`config.mk`:
```
export PLATFORM = sky130hd
export DESIGN_NAME = rv_core
export DESIGN_NICKNAME = d
export VERILOG_FILES = /design/src/hw/rv_core_pkg.sv /design/src/hw/register_file.sv /design/src/hw/fetch_unit.sv /design/src/hw/decode_issue.sv /design/src/hw/execute_unit.sv /design/src/hw/retire_unit.sv /design/src/hw/rv_core.sv
export VERILOG_INCLUDE_DIRS = /design/src /design/src/hw
export SDC_FILE = /design/constraint.sdc
export NUM_CORES = 2
export LEC_CHECK = 0
export BUFFER_PORTS_ARGS = -buffer_cell sky130_fd_sc_hd__buf_2
export CORE_MARGIN = 3
export CORE_UTILIZATION = 40
export CTS_BUF_LIST = sky130_fd_sc_hd__clkbuf_4 sky130_fd_sc_hd__clkbuf_8 sky130_fd_sc_hd__clkbuf_16
export CTS_CLUSTER_DIAMETER = 100
export DETAILED_ROUTE_END_ITERATION = 6
export GPL_ROUTABILITY_DRIVEN = 0
export PLACE_DENSITY_LB_ADDON = 0.15
export SLEW_MARGIN = 20
export SYNTH_ARGS = -nofsm -noshare
export SYNTH_HDL_FRONTEND = slang
export SYNTH_SLANG_ARGS = --single-unit
```
`constraint.sdc`:
```
create_clock -name clk -period 19.6 [get_ports clk]
set_input_delay 3.92 -clock clk [delete_from_list [all_inputs] [get_ports clk]]
set_output_delay 3.92 -clock clk [all_outputs]
set_load 0.02 [all_outputs]
```
`src/hw/rv_core_cfg.svh`:
```
`ifndef RV_CORE_CFG_SVH
`define RV_CORE_CFG_SVH

////////////////////////////////////////
// Core configuration

// First fetch address after reset
`define RV_RESET_PC 32'h0000_0000

// Data and address width
`define RV_XLEN 32

// Architectural integer registers
`define RV_NUM_REGS 32

`endif

```
`src/hw/rv_core_pkg.sv`:
```
`include "rv_core_cfg.svh"

package rv_core_pkg;

    ////////////////////////////////////////
    // Widths

    // Data word, instruction word or address
    typedef logic [`RV_XLEN-1:0] word_t;

    // Register index
    typedef logic [$clog2(`RV_NUM_REGS)-1:0] reg_addr_t;

    ////////////////////////////////////////
    // Execute operations

    typedef enum logic [2:0] {
        alu_add    = 3'd0,
        alu_sub    = 3'd1,
        alu_slt    = 3'd2,
        alu_xor    = 3'd3,
        alu_or     = 3'd4,
        alu_and    = 3'd5,
        alu_pass_b = 3'd6,  // LUI
        alu_link   = 3'd7   // JAL return address
    } alu_op_t;

    ////////////////////////////////////////
    // Fetch sequencing

    typedef enum logic [1:0] {
        fetch_idle,
        fetch_request,
        fetch_wait_resolve
    } fetch_state_t;

endpackage

```
`src/hw/register_file.sv`:
```
`timescale 1ns/1ps
`include "rv_core_cfg.svh"

module register_file (
    input  logic                    clk,
    input  logic                    arst_n,
    input  rv_core_pkg::reg_addr_t  rs1_addr,
    input  rv_core_pkg::reg_addr_t  rs2_addr,
    output rv_core_pkg::word_t      rs1_data,
    output rv_core_pkg::word_t      rs2_data,
    input  logic                    wr_en,
    input  rv_core_pkg::reg_addr_t  wr_addr,
    input  rv_core_pkg::word_t      wr_data
);

    rv_core_pkg::word_t regs [`RV_NUM_REGS];

    ////////////////////////////////////////
    // Write port

    // Architectural state starts cleared, x0 is never written
    always_ff @(posedge clk or negedge arst_n) begin
        if (!arst_n) begin
            for (int i = 0; i < `RV_NUM_REGS; i++) begin
                regs[i] <= '0;
            end
        end else if (wr_en && (wr_addr != '0)) begin
            regs[wr_addr] <= wr_data;
        end
    end

    ////////////////////////////////////////
    // Read ports

    assign rs1_data = regs[rs1_addr];
    assign rs2_data = regs[rs2_addr];

endmodule

```
`src/hw/fetch_unit.sv`:
```
`timescale 1ns/1ps
`include "rv_core_cfg.svh"

module fetch_unit (
    input  logic                clk,
    input  logic                arst_n,
    input  logic                resolve_valid,
    input  rv_core_pkg::word_t  next_pc,
    input  logic                imem_ack,
    input  rv_core_pkg::word_t  imem_rdata,
    output logic                imem_cyc,
    output logic                imem_stb,
    output rv_core_pkg::word_t  imem_adr,
    output logic                inst_valid,
    output rv_core_pkg::word_t  inst,
    output rv_core_pkg::word_t  inst_pc
);

    rv_core_pkg::fetch_state_t state;
    rv_core_pkg::word_t        pc;

    ////////////////////////////////////////
    // Fetch sequencer

    // One bus read, then wait for execute to resolve the next PC
    always_ff @(posedge clk or negedge arst_n) begin
        if (!arst_n) begin
            state <= rv_core_pkg::fetch_idle;
            pc    <= `RV_RESET_PC;
        end else begin
            case (state)
                rv_core_pkg::fetch_idle: begin
                    state <= rv_core_pkg::fetch_request;
                end
                rv_core_pkg::fetch_request: begin
                    if (imem_ack) begin
                        state <= rv_core_pkg::fetch_wait_resolve;
                    end
                end
                rv_core_pkg::fetch_wait_resolve: begin
                    if (resolve_valid) begin
                        state <= rv_core_pkg::fetch_request;
                        pc    <= next_pc;
                    end
                end
                default: begin
                    state <= rv_core_pkg::fetch_idle;
                end
            endcase
        end
    end

    ////////////////////////////////////////
    // Wishbone classic read

    assign imem_cyc = (state == rv_core_pkg::fetch_request);
    assign imem_stb = (state == rv_core_pkg::fetch_request);
    assign imem_adr = pc;

    // Data only counts while our own cycle is open
    assign inst_valid = imem_cyc & imem_stb & imem_ack;
    assign inst       = imem_rdata;
    assign inst_pc    = pc;

    ////////////////////////////////////////
    // Bus checks

    stb_needs_cyc: assert property (
        @(posedge clk) disable iff (!arst_n) imem_stb |-> imem_cyc
    ) else $error("fetch: stb without cyc");

    adr_held_until_ack: assert property (
        @(posedge clk) disable iff (!arst_n)
        (imem_stb && !imem_ack) |=> (imem_stb && $stable(imem_adr))
    ) else $error("fetch: request dropped or address changed before ack");

endmodule

```
`src/hw/decode_issue.sv`:
```
`timescale 1ns/1ps

module decode_issue (
    input  logic                    clk,
    input  logic                    arst_n,
    input  logic                    inst_valid,
    input  rv_core_pkg::word_t      inst,
    input  rv_core_pkg::word_t      inst_pc,
    output rv_core_pkg::reg_addr_t  rs1_addr,
    output rv_core_pkg::reg_addr_t  rs2_addr,
    input  rv_core_pkg::word_t      rs1_data,
    input  rv_core_pkg::word_t      rs2_data,
    output logic                    issue_valid,
    output rv_core_pkg::alu_op_t    alu_op,
    output rv_core_pkg::word_t      operand_a,
    output rv_core_pkg::word_t      operand_b,
    output rv_core_pkg::word_t      branch_imm,
    output rv_core_pkg::word_t      issue_pc,
    output rv_core_pkg::word_t      issue_inst,
    output rv_core_pkg::reg_addr_t  issue_rd,
    output logic                    issue_rd_we,
    output logic                    is_beq,
    output logic                    is_bne,
    output logic                    is_jal
);

    localparam logic [6:0] opc_lui    = 7'b0110111;
    localparam logic [6:0] opc_op_imm = 7'b0010011;
    localparam logic [6:0] opc_op     = 7'b0110011;
    localparam logic [6:0] opc_branch = 7'b1100011;
    localparam logic [6:0] opc_jal    = 7'b1101111;

    logic [6:0]             opcode;
    logic [2:0]             funct3;
    rv_core_pkg::reg_addr_t rd;
    rv_core_pkg::word_t     imm_i;
    rv_core_pkg::word_t     imm_u;
    rv_core_pkg::word_t     imm_b;
    rv_core_pkg::word_t     imm_j;
    rv_core_pkg::alu_op_t   dec_op;
    logic                   dec_rd_we;
    logic                   dec_use_imm;
    rv_core_pkg::word_t     dec_imm;
    logic                   dec_beq;
    logic                   dec_bne;
    logic                   dec_jal;

    assign opcode   = inst[6:0];
    assign funct3   = inst[14:12];
    assign rd       = inst[11:7];
    assign rs1_addr = inst[19:15];
    assign rs2_addr = inst[24:20];

    ////////////////////////////////////////
    // Immediates
    assign imm_i = {{20{inst[31]}}, inst[31:20]};
    assign imm_u = {inst[31:12], 12'b0};
    assign imm_b = {{19{inst[31]}}, inst[31], inst[7], inst[30:25], inst[11:8], 1'b0};
    assign imm_j = {{11{inst[31]}}, inst[31], inst[19:12], inst[20], inst[30:21], 1'b0};

    ////////////////////////////////////////
    // Decode
    always_comb begin
        dec_op      = rv_core_pkg::alu_add;
        dec_rd_we   = 1'b0;
        dec_use_imm = 1'b0;
        dec_imm     = imm_i;
        dec_beq     = 1'b0;
        dec_bne     = 1'b0;
        dec_jal     = 1'b0;
        case (opcode)
            opc_lui: begin
                dec_op      = rv_core_pkg::alu_pass_b;
                dec_use_imm = 1'b1;
                dec_imm     = imm_u;
                dec_rd_we   = 1'b1;
            end
            opc_op_imm, opc_op: begin
                dec_use_imm = (opcode == opc_op_imm);
                dec_rd_we   = 1'b1;
                case (funct3)
                    // SUB only exists in the register form
                    3'b000: dec_op = (opcode == opc_op && inst[30]) ? rv_core_pkg::alu_sub
                                                                    : rv_core_pkg::alu_add;
                    3'b010: dec_op = rv_core_pkg::alu_slt;
                    3'b100: dec_op = rv_core_pkg::alu_xor;
                    3'b110: dec_op = rv_core_pkg::alu_or;
                    3'b111: dec_op = rv_core_pkg::alu_and;
                    default: dec_rd_we = 1'b0;
                endcase
            end
            opc_branch: begin
                dec_beq = (funct3 == 3'b000);
                dec_bne = (funct3 == 3'b001);
            end
            opc_jal: begin
                dec_op    = rv_core_pkg::alu_link;
                dec_jal   = 1'b1;
                dec_rd_we = 1'b1;
            end
            default: begin
                // Anything else retires as a no-op
            end
        endcase
    end

    ////////////////////////////////////////
    // Issue register
    always_ff @(posedge clk or negedge arst_n) begin
        if (!arst_n) begin
            issue_valid <= 1'b0;
        end else begin
            issue_valid <= inst_valid;
        end
    end

    always_ff @(posedge clk) begin
        if (inst_valid) begin
            alu_op      <= dec_op;
            operand_a   <= rs1_data;
            operand_b   <= dec_use_imm ? dec_imm : rs2_data;
            branch_imm  <= dec_jal ? imm_j : imm_b;
            issue_pc    <= inst_pc;
            issue_inst  <= inst;
            issue_rd    <= rd;
            issue_rd_we <= dec_rd_we && (rd != '0);
            is_beq      <= dec_beq;
            is_bne      <= dec_bne;
            is_jal      <= dec_jal;
        end
    end

endmodule

```
`src/hw/execute_unit.sv`:
```
`timescale 1ns/1ps

module execute_unit (
    input  logic                    clk,
    input  logic                    arst_n,
    input  logic                    issue_valid,
    input  rv_core_pkg::alu_op_t    alu_op,
    input  rv_core_pkg::word_t      operand_a,
    input  rv_core_pkg::word_t      operand_b,
    input  rv_core_pkg::word_t      branch_imm,
    input  rv_core_pkg::word_t      issue_pc,
    input  rv_core_pkg::word_t      issue_inst,
    input  rv_core_pkg::reg_addr_t  issue_rd,
    input  logic                    issue_rd_we,
    input  logic                    is_beq,
    input  logic                    is_bne,
    input  logic                    is_jal,
    output logic                    resolve_valid,
    output rv_core_pkg::word_t      next_pc,
    output logic                    result_valid,
    output rv_core_pkg::word_t      result,
    output rv_core_pkg::word_t      result_pc,
    output rv_core_pkg::word_t      result_inst,
    output rv_core_pkg::reg_addr_t  result_rd,
    output logic                    result_rd_we
);

    rv_core_pkg::word_t alu_result;
    rv_core_pkg::word_t pc_plus_4;
    logic               operands_equal;
    logic               taken;

    assign pc_plus_4 = issue_pc + 32'd4;

    ////////////////////////////////////////
    // ALU
    always_comb begin
        case (alu_op)
            rv_core_pkg::alu_add:    alu_result = operand_a + operand_b;
            rv_core_pkg::alu_sub:    alu_result = operand_a - operand_b;
            rv_core_pkg::alu_slt:    alu_result = {31'b0, $signed(operand_a) < $signed(operand_b)};
            rv_core_pkg::alu_xor:    alu_result = operand_a ^ operand_b;
            rv_core_pkg::alu_or:     alu_result = operand_a | operand_b;
            rv_core_pkg::alu_and:    alu_result = operand_a & operand_b;
            rv_core_pkg::alu_pass_b: alu_result = operand_b;
            default:                 alu_result = pc_plus_4;
        endcase
    end

    ////////////////////////////////////////
    // Branch resolution
    assign operands_equal = (operand_a == operand_b);
    assign taken = is_jal | (is_beq & operands_equal) | (is_bne & ~operands_equal);

    always_ff @(posedge clk or negedge arst_n) begin
        if (!arst_n) begin
            result_valid  <= 1'b0;
            resolve_valid <= 1'b0;
        end else begin
            result_valid  <= issue_valid;
            resolve_valid <= issue_valid;
        end
    end

    always_ff @(posedge clk) begin
        if (issue_valid) begin
            next_pc      <= taken ? (issue_pc + branch_imm) : pc_plus_4;
            result       <= alu_result;
            result_pc    <= issue_pc;
            result_inst  <= issue_inst;
            result_rd    <= issue_rd;
            result_rd_we <= issue_rd_we;
        end
    end

    // Decode marks at most one control-flow kind per instruction
    one_branch_kind: assert property (
        @(posedge clk) disable iff (!arst_n)
        issue_valid |-> $onehot0({is_beq, is_bne, is_jal})
    ) else $error("execute: more than one branch kind issued");

endmodule

```
`src/hw/retire_unit.sv`:
```
`timescale 1ns/1ps

module retire_unit (
    input  logic                    clk,
    input  logic                    arst_n,
    input  logic                    result_valid,
    input  rv_core_pkg::word_t      result,
    input  rv_core_pkg::word_t      result_pc,
    input  rv_core_pkg::word_t      result_inst,
    input  rv_core_pkg::reg_addr_t  result_rd,
    input  logic                    result_rd_we,
    output logic                    wr_en,
    output rv_core_pkg::reg_addr_t  wr_addr,
    output rv_core_pkg::word_t      wr_data,
    output logic                    retire_valid,
    output rv_core_pkg::word_t      retire_pc,
    output rv_core_pkg::word_t      retire_inst,
    output rv_core_pkg::word_t      retire_data,
    output rv_core_pkg::reg_addr_t  retire_rd,
    output logic                    retire_we,
    output rv_core_pkg::word_t      retired_count
);

    ////////////////////////////////////////
    // Writeback
    assign wr_en   = result_valid & result_rd_we;
    assign wr_addr = result_rd;
    assign wr_data = result;

    ////////////////////////////////////////
    // Retire trace
    always_ff @(posedge clk or negedge arst_n) begin
        if (!arst_n) begin
            retire_valid  <= 1'b0;
            retired_count <= '0;
        end else begin
            retire_valid <= result_valid;
            if (result_valid) begin
                retired_count <= retired_count + 32'd1;
            end
        end
    end

    always_ff @(posedge clk) begin
        if (result_valid) begin
            retire_pc   <= result_pc;
            retire_inst <= result_inst;
            retire_data <= result;
            retire_rd   <= result_rd;
            retire_we   <= result_rd_we;
        end
    end

endmodule

```
`src/hw/rv_core.sv`:
```
`timescale 1ns/1ps

module rv_core (
    input  logic                    clk,
    input  logic                    arst_n,
    output logic                    imem_cyc,
    output logic                    imem_stb,
    output rv_core_pkg::word_t      imem_adr,
    input  logic                    imem_ack,
    input  rv_core_pkg::word_t      imem_rdata,
    output logic                    retire_valid,
    output rv_core_pkg::word_t      retire_pc,
    output rv_core_pkg::word_t      retire_inst,
    output rv_core_pkg::word_t      retire_data,
    output rv_core_pkg::reg_addr_t  retire_rd,
    output logic                    retire_we,
    output rv_core_pkg::word_t      retired_count
);

    // Fetch to decode
    logic                   inst_valid;
    rv_core_pkg::word_t     inst;
    rv_core_pkg::word_t     inst_pc;
    // Register file
    rv_core_pkg::reg_addr_t rs1_addr, rs2_addr, wr_addr;
    rv_core_pkg::word_t     rs1_data, rs2_data, wr_data;
    logic                   wr_en;
    // Decode to execute
    logic                   issue_valid, issue_rd_we, is_beq, is_bne, is_jal;
    rv_core_pkg::alu_op_t   alu_op;
    rv_core_pkg::word_t     operand_a, operand_b, branch_imm, issue_pc, issue_inst;
    rv_core_pkg::reg_addr_t issue_rd;
    // Execute to fetch and retire
    logic                   resolve_valid, result_valid, result_rd_we;
    rv_core_pkg::word_t     next_pc, result, result_pc, result_inst;
    rv_core_pkg::reg_addr_t result_rd;

    fetch_unit fetch0 (
        .clk, .arst_n, .resolve_valid, .next_pc, .imem_ack, .imem_rdata,
        .imem_cyc, .imem_stb, .imem_adr, .inst_valid, .inst, .inst_pc
    );

    decode_issue decode0 (
        .clk, .arst_n, .inst_valid, .inst, .inst_pc, .rs1_addr, .rs2_addr,
        .rs1_data, .rs2_data, .issue_valid, .alu_op, .operand_a, .operand_b,
        .branch_imm, .issue_pc, .issue_inst, .issue_rd, .issue_rd_we,
        .is_beq, .is_bne, .is_jal
    );

    register_file regfile0 (
        .clk, .arst_n, .rs1_addr, .rs2_addr, .rs1_data, .rs2_data,
        .wr_en, .wr_addr, .wr_data
    );

    execute_unit execute0 (
        .clk, .arst_n, .issue_valid, .alu_op, .operand_a, .operand_b, .branch_imm,
        .issue_pc, .issue_inst, .issue_rd, .issue_rd_we, .is_beq, .is_bne, .is_jal,
        .resolve_valid, .next_pc, .result_valid, .result, .result_pc, .result_inst,
        .result_rd, .result_rd_we
    );

    retire_unit retire0 (
        .clk, .arst_n, .result_valid, .result, .result_pc, .result_inst, .result_rd,
        .result_rd_we, .wr_en, .wr_addr, .wr_data, .retire_valid, .retire_pc,
        .retire_inst, .retire_data, .retire_rd, .retire_we, .retired_count
    );

endmodule

```
=== Word-level counts from Yosys, hierarchy flattened ===
Index checks and enable logic that the tools add are counted.

* Bits in registers: 1490
* Latch bits: 0
* Memory bits (writable): 0
* Bits in read-only memories: 0
* Input bits: 35
* Output and inout port bits: 169
* Logic and storage cells: 142
* Memories kept: 0

* Add/subtract/negate cells: 5
* Multiply operators: 0
* Divide/modulo/power cells: 0
* Magnitude comparators: 5
* Equal/unequal tests: 21
* Shift-type cells: 0
* Muxes and demuxes: 24
* Bitwise gates (word level): 13
* Reduce and logical (&&, ||, !) cells: 14

{| class="wikitable"
|+ Operators with widths
! cell !! number
|-
| bitwise mux 1024 bit || 1
|-
| binary-select mux 32 bit (select 5 bit) || 2
|-
| 2-to-1 mux 32 bit || 7
|-
| one-hot mux 32 bit (7 select lines) || 1
|-
| demux 32 bit (select 5 bit) || 1
|-
| adder 32 bit || 2
|-
| adder 32 x 1 -> 32 bit, second input constant || 1
|-
| adder 32 x 3 -> 32 bit, second input constant || 1
|-
| bitwise AND 32 bit || 1
|-
| equality test 32 bit || 1
|-
| < comparator 32 bit || 1
|-
| OR 32 bit || 1
|-
| subtractor 32 bit || 1
|-
| bitwise XOR 32 bit || 1
|-
| 2-to-1 mux 31 bit || 1
|-
| 2-to-1 mux 20 bit || 1
|-
| equality test 3 bit, second input constant || 6
|-
| greater-or-equal comparator 6 bit, second input constant || 3
|-
| NOT 5 -> 6 bit || 3
|-
| one-hot mux 3 bit (5 select lines) || 1
|-
| equality test 7 x 6 -> 1 bit, second input constant || 2
|-
| equality test 7 bit, second input constant || 2
|-
| nonzero test 5 bit || 2
|-
| equality test 3 x 2 -> 1 bit, second input constant || 3
|-
| other kinds (21) || 36
|}

=== Depth between registers and ports, before layout ===
* Depth after elaboration: 6
* Gate-level depth with buffers: 14

=== Cells and area by module ===
Synthesis repeated with hierarchy kept, for this count alone.

* Cell total of the unflattened synthesis: 6689
* Area total of the unflattened synthesis: 80343.3 sq um

{| class="wikitable"
|+ By module, submodules not included
! module !! times used !! cells each !! area each (sq um) !! sequential area each (sq um)
|-
| register_file || 1 || 4601 || 55937.4 || 25624.6
|-
| execute_unit || 1 || 1360 || 12005.3 || 4048.9
|-
| decode_issue || 1 || 322 || 5631.7 || 4469.3
|-
| retire_unit || 1 || 264 || 4860.9 || 3888.7
|-
| fetch_unit || 1 || 142 || 1908.1 || 850.8
|}

=== Worst setup path after synthesis ===
No wires, ideal clock.

* Kind: input -> register
* Start point: in imem_ack
* End point: reg decode0.issue_valid
* Setup time: 777 ps
* Arrival: 10197 ps
* Required time: 18823 ps
* Setup slack: 8626 ps
* Stages on the path: 2
* Path buffers: 0
* Cells stage by stage: nand2_1 -> nor2_1

* Word-level cells in the longest chain between the ends: 1

{| class="wikitable"
|+ Ends and longest elaborated chain
! what !! RTL line !! text
|-
| from (decl) || rv_core.sv:9 || <nowiki>input logic imem_ack,</nowiki>
|-
| bitwise AND 1 bit || fetch_unit.sv:61 || <nowiki>assign inst_valid = imem_cyc & imem_stb & imem_ack;</nowiki>
|-
| named net decode0.inst_valid || decode_issue.sv:6 || <nowiki>input logic inst_valid,</nowiki>
|-
| to (signal assigned) || decode_issue.sv:113 || <nowiki>issue_valid <= inst_valid;</nowiki>
|-
| to (decl) || decode_issue.sv:13 || <nowiki>output logic issue_valid,</nowiki>
|}

The timed path passes the listed nets, and every way through them passes these cells.
A chain may end at the register's enable or synchronous reset.

=== Worst setup path after layout ===
* Start point: in imem_rdata[15]
* End point: reg decode0.operand_a[14], data pin

* Word-level cells in the longest chain between the ends: 4

{| class="wikitable"
|+ Ends and longest elaborated chain
! what !! RTL line !! text
|-
| from (decl) || rv_core.sv:10 || <nowiki>input rv_core_pkg::word_t imem_rdata,</nowiki>
|-
| NOT 5 -> 6 bit (implied by the code) || register_file.sv:35 || <nowiki>assign rs1_data = regs[rs1_addr];</nowiki>
|-
| binary-select mux 32 bit (select 5 bit) || register_file.sv:35 ||
|-
| 2-to-1 mux 32 bit (implied by the code) (2 in series) || register_file.sv:35 ||
|-
| named net decode0.rs1_data[14] || decode_issue.sv:11 || <nowiki>input rv_core_pkg::word_t rs1_data,</nowiki>
|-
| to (signal assigned) || decode_issue.sv:120 || <nowiki>operand_a <= rs1_data;</nowiki>
|-
| to (decl) || decode_issue.sv:15 || <nowiki>output rv_core_pkg::word_t operand_a,</nowiki>
|}

The timed path passes the listed nets, and every way through them passes these cells. The select of a mux whose other input is x is not followed.

==> key figures <==
Outcome
  – Status: complete, no violations

Finish
  – Nets: 5,299
  – Most frequent cells in the layout: dfrtp_1, mux2_2, mux4_2
  – Fraction of layout cells with a size suffix above 1: 45.45%
  – Largest register FFs: 1,024
  – Post-layout utilization of the core: 45.39%
  – Post-Layout Cell Count: 7,754
  – Most common cell after layout, fill and taps aside: dfrtp_1
  – Area delta synth->final: 12.09%
  – Most flops, register: regfile0.regs

Drt
  – Met3 wire len: 12.89 mm
  – Routed len/inst: 30.61 um
  – DR iter-0 viols: 4,332
  – Max layer used: met5
  – Met2 WL: 113.0 mm
  – Vias per cell: 6.063
  – Drc violations: 0
  – DR pass1 iterations: 6
  – DRT antenna net count: 0
  – Vias: 47,011
  – M1 WL: 103.5 mm
  – DRT Wirelength: 237.4 mm

Critical path
  – FF-to-FF Start: decode0.operand_b[18]
  – CP Class: in2reg
  – Flop2flop setup slack: 15,070 ps
  – Arr. time, crit path: 8310 ps
  – Worst reg2reg path depth: 11
  – Crit end category: register
  – Crit Path Max Fanout: 56
  – Data required time of the critical path: 20,150 ps
  – Reg-to-reg endpoint: execute0.next_pc[25]
  – Setup crit start kind: primary input

Yosys
  – EDFF count, synth: 373
  – Synth warnings: 0
  – Post-Syn Area: 76,530 sq um
  – Area leader, netlist: dfrtp_1
  – Synth Instances: 5,109
  – Async SR Flop Fraction: 74.56%
  – Ys flop type: dfrtp_1
  – #FFs+latches synth: 1,466
  – Syn nets: 5,282
  – Syn avg cell area: 14.98 sq um
  – Top cells by area, synth: dfrtp_1, mux4_2, mux2_2, edfxtp_1, ha_1
  – Netlist cell types: 90
  – Top cell type's share of synthesized area: 35.74%
  – Register area share after synthesis: 50.37%

Global routing
  – Vias in the first global route: 48,167
  – Largest net degree at the start of global routing: 160
  – First-pass GRT wire length: 349.0 mm
  – Gr usage total: 24.16%
  – GRT overflow: 0
  – Initial antenna violation count: 9

Power and ir drop
  – Comb power frac: 27.1%
  – Part of the power in registers: 43.3%
  – Lkg Pwr: 0.03695 uW
  – Pwr/cell area: 124.5 nW/um^2
  – Post-layout power: 10,680 uW
  – NetSw: 3406 uW
  – Net Sw Frac: 31.88%
  – Peak VDD IR: 0.07219 mV
  – Clock power share: 29.6%
  – Power Internal: 7278 uW

Timing
  – Max-slew violation count: 0
  – Fin Setup TNS: 0 ps
  – Final hold viol count: 0
  – Headroom to the max-slew limit: 20.15%
  – Final period util: 39.57%
  – Final setup fails: 0
  – Worst hold margin: 391.2 ps
  – Final Critical Period: 7755 ps
  – Fmax: 128.9 MHz
  – Worst-Margin Slew: 1196 ps
  – RSZ-0062 raised after global routing: no
  – Worst clock skew: 17.85 ps

Floorplan
  – Row Count: 159
  – Initial Utilization: 40.50%
  – Core Footprint: 189,000 sq um
  – Die Y-Extent: 443.4 um
  – Die X: 443.4 um
  – IO Count: 204
  – Die area: 196,600 sq um

Place
  – HPWL after detailed placement: 138.5 mm
  – DP Cell Count: 7,454
  – IO buf count: 203

CTS
  – Clock tree buffer depth: 3
  – Post-CTS Setup Bufs: 0
  – Root buffer cell: clkbuf_16
  – Sink Count: 1,466
  – Clock slew at reported path FFs: 60 ps
  – Post_cts resized: 0
  – H-tree depth: 4
  – Clock latency on the worst-skew pair: 810 ps
  – Num CTS Buffers: 159
  – Hold-fix buffers at CTS: 0
  – CTS tree: yes

Flow run
  – Maxcap violations: 0

Hold path
  – Worst min-delay path class: reg2reg
  – Hold-critical path depth: 0
  – Worst Hold End: regfile0.regs[994]
  – Hold path start: regfile0.regs[994]
==> logic make-up (layout without fill, tap and decap cells) <==
| family | count (synthesis) | after routing | share of synthesized area [%] |
|---|---|---|---|
| AO/OA/AOI/OAI | 532 | 532 | 4.434 |
| XOR/XNOR | 100 | 100 | 1.144 |
| adder cells (fa/ha/maj) | 138 | 138 | 2.286 |
| buffers and inverters | 582 | 729 | 3.067 |
| flip-flops | 1466 | 1466 | 50.37 |
| multiplexers | 1770 | 1770 | 35.46 |
| other | 0 | 3 | 0 |
| AND/OR/NAND/NOR | 521 | 521 | 3.232 |
==> synth_stat cells (13+ instances only) <==
library cell and n:
buf_2 28, ha_1 135, xor2_1 40, o21ai_0 133
xnor2_1 60, o22ai_1 13, o21bai_1 13, a21oi_1 168
a31oi_1 15, a21o_1 38, nand4_1 24, clkbuf_1 353
edfxtp_1 373, mux2_2 1068, nand2b_1 17, nor2b_1 17
a211oi_1 15, nor3_1 31, nor4_1 14, mux4_2 646
dfrtp_1 1093, inv_1 111, and3_1 24, nor2_1 156
nand2_1 145, nand3_1 50, buf_1 64, mux2i_1 54
==> critical path, cell delays in order <==
cell	delay [ps]
buf_8	510
buf_4	850
buf_4	700
buf_4	800
mux4_2	600
mux4_2	490
mux2_2	270
==> metrics by stage <==
| step | area (sq um) | setup slack [ps] |
|---|---|---|
| global placement | 79970 | 10860 |
| finish | 85780 | 11840 |
| floorplan | 76530 | 8626 |
| global route | 85780 | 11420 |
| detailed placement | 80120 | 10800 |
| CTS | 85680 | 11710 |
==> metal layers <==
metal  vias up  GRT usage, %
li1      19705             -
met1     25416         33.63
met2      1501         38.89
met3       385         3.591
met4         4         8.186
met5         -             0
==> worst max path at each step <==
stage                        start               endpoint  slack [ps]
detailed placement  imem_rdata[15]  decode0.operand_a[17]       10800
finish              imem_rdata[15]  decode0.operand_a[14]       11840
global placement    imem_rdata[15]  decode0.operand_a[14]       10860
CTS                 imem_rdata[15]  decode0.operand_a[17]       11710
floorplan                 imem_ack    decode0.issue_valid        8630
global route        imem_rdata[15]  decode0.operand_a[13]       11420
==> power by group through the flow <==
stage | combinational (uW) | sequential (uW) | clock [uW]
final | 2900 | 4620 | 3160
after CTS | 2870 | 4630 | 3250
after global routing | 3120 | 4720 | 3370
after global placement | 2780 | 4690 | 0
after detailed placement | 2860 | 4680 | 0
after floorplan | 2030 | 4550 | 0
==> layout make-up <==
type                    count  area, sq um
diodes                      3        7.507
clock buffers             220         4658
clock inverters            71        907.1
fillers                 16719       103200
inverters                 116        435.4
multi-input cells        3061        35920
flip-flops and latches   1466        38560
well taps                2495         3122
repair buffers            322         2180
No activity file was read; power rests on OpenSTA's default activity.
